===== config.mk =====
export PLATFORM = sky130hd
export DESIGN_NAME = i3c_bus_frontend
export DESIGN_NICKNAME = d
export VERILOG_FILES = /design/src/source/i3c_bus_pkg.sv /design/src/source/i3c_bus_frontend.sv /design/src/source/addr_classify.sv /design/src/source/addr_fifo.sv /design/src/source/addr_capture.sv /design/src/source/bus_monitor.sv
export SDC_FILE = /design/constraint.sdc
export NUM_CORES = 1
export LEC_CHECK = 0
export BUFFER_PORTS_ARGS = -buffer_cell sky130_fd_sc_hd__buf_2
export CORE_MARGIN = 2
export CORE_UTILIZATION = 50
export CTS_CLUSTER_SIZE = 24
export DETAILED_ROUTE_END_ITERATION = 7
export HOLD_SLACK_MARGIN = 0.06
export PLACE_DENSITY = 0.69
export SLEW_MARGIN = 25
export SYNTH_ARGS = -nofsm -noshare
export SYNTH_HDL_FRONTEND = slang
export SYNTH_SLANG_ARGS = --single-unit
export TNS_END_PERCENT = 50

===== constraint.sdc =====
create_clock -name clk_i -period 2.37 [get_ports clk_i]
set_input_delay 0.1185 -clock clk_i [delete_from_list [all_inputs] [get_ports clk_i]]
set_output_delay 0.1185 -clock clk_i [all_outputs]
set_load 0.05 [all_outputs]

===== src/source/i3c_bus_pkg.sv =====
// ~~~~~~~~~~~~~~~~~~~~~~~~~~~~~~
// Shared widths, constants and record types for the I3C bus
// observation path. Imported by every RTL module and the testbench
// ~~~~~~~~~~~~~~~~~~~~~~~~~~~~~~

package i3c_bus_pkg;

  // Consecutive equal samples before a filtered line may change
  localparam int unsigned FilterCycles = 4;
  localparam int unsigned AddrFifoDepth = 4;

  typedef logic [6:0] i3c_addr_t;
  typedef logic [$clog2(FilterCycles + 1)-1:0] filt_cnt_t;

  localparam i3c_addr_t BroadcastAddr = 7'h7E;

  // One-cycle pulses plus the filtered SDA level
  typedef struct packed {
    logic start;
    logic rstart;
    logic stop;
    logic scl_posedge;
    logic sda;
  } bus_event_t;

  typedef struct packed {
    i3c_addr_t addr;
    logic      rnw;
    logic      rstart;
  } addr_rec_t;

  typedef struct packed {
    i3c_addr_t sta_addr;
    logic      sta_valid;
    i3c_addr_t dyn_addr;
    logic      dyn_valid;
  } addr_cfg_t;

  typedef enum logic [1:0] {
    MATCH_NONE,
    MATCH_STATIC,
    MATCH_DYNAMIC,
    MATCH_BROADCAST
  } match_e;

  typedef struct packed {
    addr_rec_t rec;
    match_e    kind;
  } addr_result_t;

  typedef enum logic [1:0] {
    CAP_IDLE,
    CAP_SHIFT,
    CAP_HOLD
  } cap_state_e;

endpackage

===== src/source/i3c_bus_frontend.sv =====
// ~~~~~~~~~~~~~~~~~~~~~~~~~~~~~~
// Bus observation front end: monitor, address capture, address
// FIFO and classifier chained by req/ack links
// ~~~~~~~~~~~~~~~~~~~~~~~~~~~~~~

`timescale 1ns/10ps

module i3c_bus_frontend
  import i3c_bus_pkg::*;
(
  input  logic         clk_i,
  input  logic         rst_n_i,
  input  logic         scl_i,
  input  logic         sda_i,
  input  addr_cfg_t    addr_cfg_i,
  output logic         bus_start_o,
  output logic         bus_rstart_o,
  output logic         bus_stop_o,
  output logic         bus_scl_posedge_o,
  output addr_result_t bus_addr_o,
  output logic         bus_addr_valid_o,
  input  logic         bus_addr_ack_i,
  output logic         addr_overflow_o
);

  bus_event_t bus_event;
  addr_rec_t  cap_rec;
  addr_rec_t  fifo_rec;
  logic       cap_req;
  logic       cap_ack;
  logic       fifo_req;
  logic       fifo_ack;

  assign bus_start_o       = bus_event.start;
  assign bus_rstart_o      = bus_event.rstart;
  assign bus_stop_o        = bus_event.stop;
  assign bus_scl_posedge_o = bus_event.scl_posedge;

  bus_monitor u_bus_monitor (
    .clk_i, .rst_n_i, .scl_i, .sda_i, .event_o(bus_event)
  );

  addr_capture u_addr_capture (
    .clk_i, .rst_n_i, .event_i(bus_event), .rec_o(cap_rec),
    .req_o(cap_req), .ack_i(cap_ack), .overflow_o(addr_overflow_o)
  );

  addr_fifo #(.Depth(AddrFifoDepth)) u_addr_fifo (
    .clk_i, .rst_n_i, .in_i(cap_rec), .in_req_i(cap_req), .in_ack_o(cap_ack),
    .out_o(fifo_rec), .out_req_o(fifo_req), .out_ack_i(fifo_ack)
  );

  addr_classify u_addr_classify (
    .clk_i, .rst_n_i, .rec_i(fifo_rec), .req_i(fifo_req), .ack_o(fifo_ack),
    .cfg_i(addr_cfg_i), .result_o(bus_addr_o), .valid_o(bus_addr_valid_o),
    .ack_i(bus_addr_ack_i)
  );

endmodule


===== src/source/addr_classify.sv =====
// ~~~~~~~~~~~~~~~~~~~~~~~~~~~~~~
// Matches each address against the broadcast, dynamic and static
// addresses and hands the result to the recovery handler
// ~~~~~~~~~~~~~~~~~~~~~~~~~~~~~~

`timescale 1ns/10ps

module addr_classify
  import i3c_bus_pkg::*;
(
  input  logic         clk_i,
  input  logic         rst_n_i,
  input  addr_rec_t    rec_i,
  input  logic         req_i,
  output logic         ack_o,
  input  addr_cfg_t    cfg_i,
  output addr_result_t result_o,
  output logic         valid_o,
  input  logic         ack_i
);

  logic   held_q;
  logic   fresh_q;
  logic   take;
  match_e kind;

  // Broadcast wins over dynamic, dynamic over static
  always_comb begin
    if (rec_i.addr == BroadcastAddr) begin
      kind = MATCH_BROADCAST;
    end else if (cfg_i.dyn_valid && rec_i.addr == cfg_i.dyn_addr) begin
      kind = MATCH_DYNAMIC;
    end else if (cfg_i.sta_valid && rec_i.addr == cfg_i.sta_addr) begin
      kind = MATCH_STATIC;
    end else begin
      kind = MATCH_NONE;
    end
  end

  assign take = req_i & ~ack_o & ~held_q;

  always_ff @(posedge clk_i) begin
    if (take) begin
      result_o <= '{rec: rec_i, kind: kind};
    end
  end

  always_ff @(posedge clk_i) begin
    if (!rst_n_i) begin
      held_q  <= 1'b0;
      fresh_q <= 1'b0;
      ack_o   <= 1'b0;
      valid_o <= 1'b0;
    end else begin
      if (take) begin
        ack_o   <= 1'b1;
        held_q  <= 1'b1;
        fresh_q <= 1'b1;
      end else if (ack_o && !req_i) begin
        ack_o <= 1'b0;
      end
      // Outside handshake on the held result
      if (fresh_q && !ack_i) begin
        valid_o <= 1'b1;
        fresh_q <= 1'b0;
      end else if (valid_o && ack_i) begin
        valid_o <= 1'b0;
      end else if (held_q && !fresh_q && !valid_o && !ack_i) begin
        held_q <= 1'b0;
      end
    end
  end

endmodule


===== src/source/addr_fifo.sv =====
// ~~~~~~~~~~~~~~~~~~~~~~~~~~~~~~
// Circular buffer for address records with four-phase req/ack on
// both the write and the read side
// ~~~~~~~~~~~~~~~~~~~~~~~~~~~~~~

`timescale 1ns/10ps

module addr_fifo
  import i3c_bus_pkg::*;
#(
  parameter int unsigned Depth = AddrFifoDepth
) (
  input  logic      clk_i,
  input  logic      rst_n_i,
  input  addr_rec_t in_i,
  input  logic      in_req_i,
  output logic      in_ack_o,
  output addr_rec_t out_o,
  output logic      out_req_o,
  input  logic      out_ack_i
);

  addr_rec_t                      mem_q [Depth];
  logic [$clog2(Depth)-1:0]       wptr_q;
  logic [$clog2(Depth)-1:0]       rptr_q;
  logic [$clog2(Depth + 1)-1:0]   count_q;
  logic                           out_busy_q;
  logic                           push;
  logic                           pop;

  assign push  = in_req_i & ~in_ack_o & (count_q != Depth);
  // Head leaves once the reader has dropped its ack
  assign pop   = out_busy_q & ~out_req_o & ~out_ack_i;
  assign out_o = mem_q[rptr_q];

  always_ff @(posedge clk_i) begin
    if (push) begin
      mem_q[wptr_q] <= in_i;
    end
  end

  always_ff @(posedge clk_i) begin
    if (!rst_n_i) begin
      wptr_q     <= '0;
      rptr_q     <= '0;
      count_q    <= '0;
      in_ack_o   <= 1'b0;
      out_req_o  <= 1'b0;
      out_busy_q <= 1'b0;
    end else begin
      if (push) begin
        wptr_q   <= (wptr_q == Depth - 1) ? '0 : wptr_q + 1'b1;
        in_ack_o <= 1'b1;
      end else if (in_ack_o && !in_req_i) begin
        in_ack_o <= 1'b0;
      end
      if (pop) begin
        rptr_q     <= (rptr_q == Depth - 1) ? '0 : rptr_q + 1'b1;
        out_busy_q <= 1'b0;
      end else if (!out_busy_q && count_q != 0) begin
        out_req_o  <= 1'b1;
        out_busy_q <= 1'b1;
      end else if (out_req_o && out_ack_i) begin
        out_req_o <= 1'b0;
      end
      count_q <= count_q + push - pop;
    end
  end

endmodule


===== src/source/addr_capture.sv =====
// ~~~~~~~~~~~~~~~~~~~~~~~~~~~~~~
// Shifts in the address byte after START or repeated START and offers
// it downstream over a four-phase req/ack link
// ~~~~~~~~~~~~~~~~~~~~~~~~~~~~~~

`timescale 1ns/10ps

module addr_capture
  import i3c_bus_pkg::*;
(
  input  logic       clk_i,
  input  logic       rst_n_i,
  input  bus_event_t event_i,
  output addr_rec_t  rec_o,
  output logic       req_o,
  input  logic       ack_i,
  output logic       overflow_o
);

  cap_state_e state_q;
  logic       in_byte_q;
  logic [2:0] bit_cnt_q;
  i3c_addr_t  shift_q;
  logic       rstart_q;
  logic       arm;
  logic       byte_done;
  logic       hs_done;
  logic       load;

  assign arm       = event_i.start | event_i.rstart;
  assign byte_done = in_byte_q & event_i.scl_posedge & (bit_cnt_q == 3'd7);
  assign hs_done   = (state_q == CAP_HOLD) & ~req_o & ~ack_i;
  assign load      = byte_done & ((state_q != CAP_HOLD) | hs_done);

  // Bit counter keeps running while a record is held
  always_ff @(posedge clk_i) begin
    if (!rst_n_i) begin
      in_byte_q <= 1'b0;
      bit_cnt_q <= '0;
    end else if (arm) begin
      in_byte_q <= 1'b1;
      bit_cnt_q <= '0;
    end else if (event_i.stop) begin
      in_byte_q <= 1'b0;
    end else if (in_byte_q && event_i.scl_posedge) begin
      bit_cnt_q <= bit_cnt_q + 3'd1;
      if (bit_cnt_q == 3'd7) begin
        in_byte_q <= 1'b0;
      end
    end
  end

  always_ff @(posedge clk_i) begin
    if (arm) begin
      rstart_q <= event_i.rstart;
    end
    if (in_byte_q && event_i.scl_posedge) begin
      shift_q <= {shift_q[5:0], event_i.sda};
    end
    // Eighth bit is RnW, taken straight from the bus
    if (load) begin
      rec_o <= '{addr: shift_q, rnw: event_i.sda, rstart: rstart_q};
    end
  end

  always_ff @(posedge clk_i) begin
    if (!rst_n_i) begin
      state_q    <= CAP_IDLE;
      req_o      <= 1'b0;
      overflow_o <= 1'b0;
    end else begin
      if (byte_done && !load) begin
        overflow_o <= 1'b1;
      end
      case (state_q)
        CAP_IDLE: begin
          if (arm) begin
            state_q <= CAP_SHIFT;
          end
        end
        CAP_SHIFT: begin
          if (load) begin
            state_q <= CAP_HOLD;
            req_o   <= 1'b1;
          end else if (event_i.stop) begin
            state_q <= CAP_IDLE;
          end
        end
        CAP_HOLD: begin
          if (req_o && ack_i) begin
            req_o <= 1'b0;
          end else if (load) begin
            req_o <= 1'b1;
          end else if (hs_done) begin
            state_q <= ((in_byte_q && !event_i.stop) || arm) ? CAP_SHIFT : CAP_IDLE;
          end
        end
        default: state_q <= CAP_IDLE;
      endcase
    end
  end

endmodule


===== src/source/bus_monitor.sv =====
// ~~~~~~~~~~~~~~~~~~~~~~~~~~~~~~
// Samples SCL and SDA, rejects short glitches and reports START,
// repeated START, STOP and SCL rising edges as registered pulses
// ~~~~~~~~~~~~~~~~~~~~~~~~~~~~~~

`timescale 1ns/10ps

module bus_monitor
  import i3c_bus_pkg::*;
(
  input  logic       clk_i,
  input  logic       rst_n_i,
  input  logic       scl_i,
  input  logic       sda_i,
  output bus_event_t event_o
);

  // Bit 1 carries SCL, bit 0 carries SDA
  logic [1:0] sync_q1;
  logic [1:0] sync_q2;
  logic [1:0] filt_q;
  logic [1:0] filt_prev_q;
  filt_cnt_t  cnt_q [2];
  logic       busy_q;
  logic       scl_high;
  logic       scl_rise;
  logic       sda_fall;
  logic       sda_rise;

  always_ff @(posedge clk_i) begin
    if (!rst_n_i) begin
      sync_q1     <= 2'b11;
      sync_q2     <= 2'b11;
      filt_q      <= 2'b11;
      filt_prev_q <= 2'b11;
      for (int i = 0; i < 2; i++) begin
        cnt_q[i] <= '0;
      end
    end else begin
      sync_q1     <= {scl_i, sda_i};
      sync_q2     <= sync_q1;
      filt_prev_q <= filt_q;
      for (int i = 0; i < 2; i++) begin
        if (sync_q2[i] == filt_q[i]) begin
          cnt_q[i] <= '0;
        end else if (cnt_q[i] == filt_cnt_t'(FilterCycles - 1)) begin
          filt_q[i] <= sync_q2[i];
          cnt_q[i]  <= '0;
        end else begin
          cnt_q[i] <= cnt_q[i] + 1'b1;
        end
      end
    end
  end

  assign scl_high = filt_q[1] & filt_prev_q[1];
  assign scl_rise = filt_q[1] & ~filt_prev_q[1];
  assign sda_fall = filt_prev_q[0] & ~filt_q[0];
  assign sda_rise = ~filt_prev_q[0] & filt_q[0];

  always_ff @(posedge clk_i) begin
    if (!rst_n_i) begin
      busy_q      <= 1'b0;
      event_o     <= '0;
      event_o.sda <= 1'b1;
    end else begin
      event_o.start       <= sda_fall & scl_high & ~busy_q;
      event_o.rstart      <= sda_fall & scl_high & busy_q;
      event_o.stop        <= sda_rise & scl_high;
      event_o.scl_posedge <= scl_rise;
      event_o.sda         <= filt_q[0];
      // Bus stays busy from START until STOP
      if (sda_rise && scl_high) begin
        busy_q <= 1'b0;
      end else if (sda_fall && scl_high) begin
        busy_q <= 1'b1;
      end
    end
  end

endmodule


==> flow_metrics.tcl <==
set metrics [dict create \
    status "finished clean" \
    tightest_slew_ns 0.5402 \
    cp_slowest_cell "nor3b_1" \
    numPortBuffers 37 \
    vias 2264 \
    grt_pass1_wl_um 10650 \
    rows 33 \
    period_share 0.9082 \
    wl_per_cell_um 14.12 \
    overflow 0 \
    route.met3.wl_um 276 \
    grt_antenna_before_repair 0 \
    die_w_um 96.01 \
    grt_pass1_vias 2214 \
    cts_tree "yes" \
    area_delta_synth_final_pct 13.72 \
    drive_above_1_share 0.2064 \
    syn_area_mm2 0.004233 \
    synth_edf_count 70 \
    synthDistinctLibCells 40 \
    drc 0 \
    dp.cells 430 \
    place_congestion 0.7268 \
    insertion_delay_ns 0.36 \
    ys.flop_type "edfxtp_1" \
    drtIter0Drc 139 \
    async_reset_ff_frac 0 \
    instances_no_fill 449 \
    final_cell_mix "edfxtp_1 (70), dfxtp_1 (37), buf_2 (37), nor2_1 (19), ha_1 (17)" \
    fin_setup_tns_ns 0 \
    r2r_end "u_addr_fifo.count_q[2]" \
    r2r_slack_ns 0.22 \
    syn_area_per_cell_um2 14.96 \
    slew_headroom 0.6399 \
    io_pins 38 \
    core_area_mm2 0.008217 \
    arrival_ns 2.41 \
    clock_skew_ns 0.01140 \
    ys.warnings.count 0 \
    endpoint_kind "flip-flop" \
    dp.final_hpwl_um 4674 \
    top_layer "met4" \
    path_clk_slew_ns 0.10 \
    worstPathCellList "nor3b_1 -> ha_1 -> inv_1 -> ha_1 -> inv_1 -> fa_1 -> xnor2_1 -> xnor2_1 -> and2_1" \
    setup_viol 0 \
    power_density_mw_per_mm2 861.9 \
    via_per_inst 5.042 \
    worstHoldStart "addr_cfg_i[8]" \
    max_cap_violations 0 \
    nNetsFinal 378 \
    path_delay_family "adder cells" \
    htree_num_levels 3 \
    antenna_cells 0 \
    slew_viol_final 0 \
    rsz0062_at_grt "false" \
    period_minus_slack_ns 2.152 \
    postRouteAntennaNets 0 \
    r2r.worst_path.cells 9 \
    initial_core_util 0.5152 \
    cts_buffers 9 \
    nFillCells 657 \
    ir_drop_mv 0.2799 \
    cts.path.max_buffers 2 \
    timing.final.hold_violations 0 \
    setup.worst_path.class "reg2reg" \
    final_common_cell "edfxtp_1" \
    fmax_mhz 464.6 \
    dieArea_mm2 0.009218 \
    hp-class "in2reg" \
    wl_met2_um 3129 \
    grt_start_max_net_pins 35 \
    die_h_um 96.01 \
    crit_path_start_kind "flip-flop" \
    grt_use_total 0.1552 \
    cp_num_buf_inv 2 \
    dr.pass1.iters 4 \
    crit_required_ns 2.63 \
    met1_length_um 2838 \
    critPathMaxFanout 3 \
    wl_um 6340 \
    slowest_delay_ns 0.38 \
    min_to "u_addr_classify.result_o[0]" \
    synth_cells 283 \
    hold_path_depth 3 \
    clock_sinks 107 \
    p_leak_nw 1.817 \
    ys_ff_latch 107 \
    root_buffer "clkbuf_8" \
    r2r-start "u_addr_fifo.out_busy_q" \
    ys_seq_area_frac 0.6716 \
]
[how the worst max path moves through the flow]
| stage | start | end | slack [ns] | cells after the start |
|---|---|---|---|---|
| after floorplan | u_addr_fifo.out_busy_q | u_addr_fifo.count_q[2] | 0.20 | 9 |
| after global placement | u_addr_fifo.out_busy_q | u_addr_fifo.count_q[2] | 0.39 | 9 |
| after detailed placement | flip-flop | u_addr_classify.result_o[0] | 0.30 | 5 |
| after CTS | u_addr_fifo.out_busy_q | u_addr_fifo.count_q[2] | 0.25 | 9 |
| after global routing | flip-flop | u_addr_classify.result_o[0] | 0.11 | 5 |
| final | u_addr_fifo.out_busy_q | u_addr_fifo.count_q[2] | 0.22 | 9 |
[synthesized netlist by cell type (all sizes together) (2+ instances only)]
cell    count  area, um^2
a21oi       4       20.02
and2        9       56.30
and3        2       12.51
clkbuf      4       16.26
dfxtp      37       740.7
edfxtp     70        2102
ha         17       212.7
inv        15       56.30
mux2i      10       100.1
mux4        9       210.2
nand2      11       41.29
nand2b      7       43.79
nand3       3       15.01
nand3b      3       22.52
nand4       5       31.28
nor2       19       71.32
nor2b       9       56.30
nor3        3       15.01
nor3b       6       50.05
o21a        3       22.52
o21ai       5       25.02
o31ai       2       15.01
xnor2      16       170.2
xor2        3       26.28
[final cells by class]
type,instances,area (um^2),share of cell area
Clock buffer,9,123.9,0.02573
Inverter,15,56.30,0.01170
Tap cell,105,131.4,0.02729
Sequential cell,107,2843,0.5906
Clock inverter,7,81.33,0.01690
Multi-Input combinational cell,161,1325,0.2753
Timing Repair Buffer,45,252.7,0.05251
[cell families after synthesis]
group,count (synthesis),synth area share
compound gates,18,0.02749
xor+xnor,19,0.04641
flops,107,0.6716
fa+ha+maj,18,0.05498
other cells,1,0.0008859
mux,19,0.07331
simple gates,81,0.1055
buf+inv,20,0.01980
[power breakdown]
part | total (W) | internal (W) | switching, W | leakage, nW
combinational | 0.000790 | 0.000347 | 0.000444 | 0.776
sequential | 0.00223 | 0.00212 | 0.000104 | 0.939
clock | 0.00113 | 0.000507 | 0.000624 | 0.103
[through the flow]
stage	hold WS (ns)	instance area (um^2)	utilization	power (W)	setup WS, ns
after floorplan	0.1915	4252	-	0.002884	0.2038
after global placement	0.2992	4578	0.5572	0.003032	0.3922
after detailed placement	0.3015	4578	0.5572	0.003065	0.3028
after CTS	0.1365	4813	0.5858	0.004193	0.2466
after global routing	0.1714	4813	0.5858	0.004373	0.1100
final	0.1536	4813	0.5858	0.004149	0.2175
[worst register-to-register path, delay by kind of cell, from the launching register on]
kind / cells / cell delay [ns]
adders and majority gates: 3 / 0.81
and+or+nand+nor: 2 / 0.52
DFF: 1 / 0.36
xor gates and xnor gates: 2 / 0.27
buffers and inverters: 2 / 0.10
[routing by layer]
layer / up-vias / global-route usage
li1: 1123 / -
met1: 1082 / 0.1903
met2: 50 / 0.2639
met3: 9 / 0.03367
met4: 0 / 0.06786
met5: - / 0
[state kept, by name (all words and copies together) (netlist names), 2 cells and up, named ones only]
register                   cells
u_addr_fifo.count_q            3
u_addr_capture.bit_cnt_q       3
u_addr_classify.result_o      11
u_bus_monitor.cnt_q            6
u_bus_monitor.sync_q1          2
u_addr_fifo.wptr_q             2
u_addr_fifo.mem_q             36
u_addr_capture.state_q         2
u_bus_monitor.sync_q2          2
u_bus_monitor.event_o          4
u_bus_monitor.filt_prev_q      2
u_addr_capture.rec_o           9
u_addr_fifo.rptr_q             2
u_addr_capture.shift_q         7
u_bus_monitor.filt_q           2
[repair_timing]
item / CTS / global route
hold endpoints to repair: 4 / 0
resized for setup: 0 / 0
hold buffers: 3 / 0
buffers inserted: 0 / 0
(Power assumes the default switching activity.)
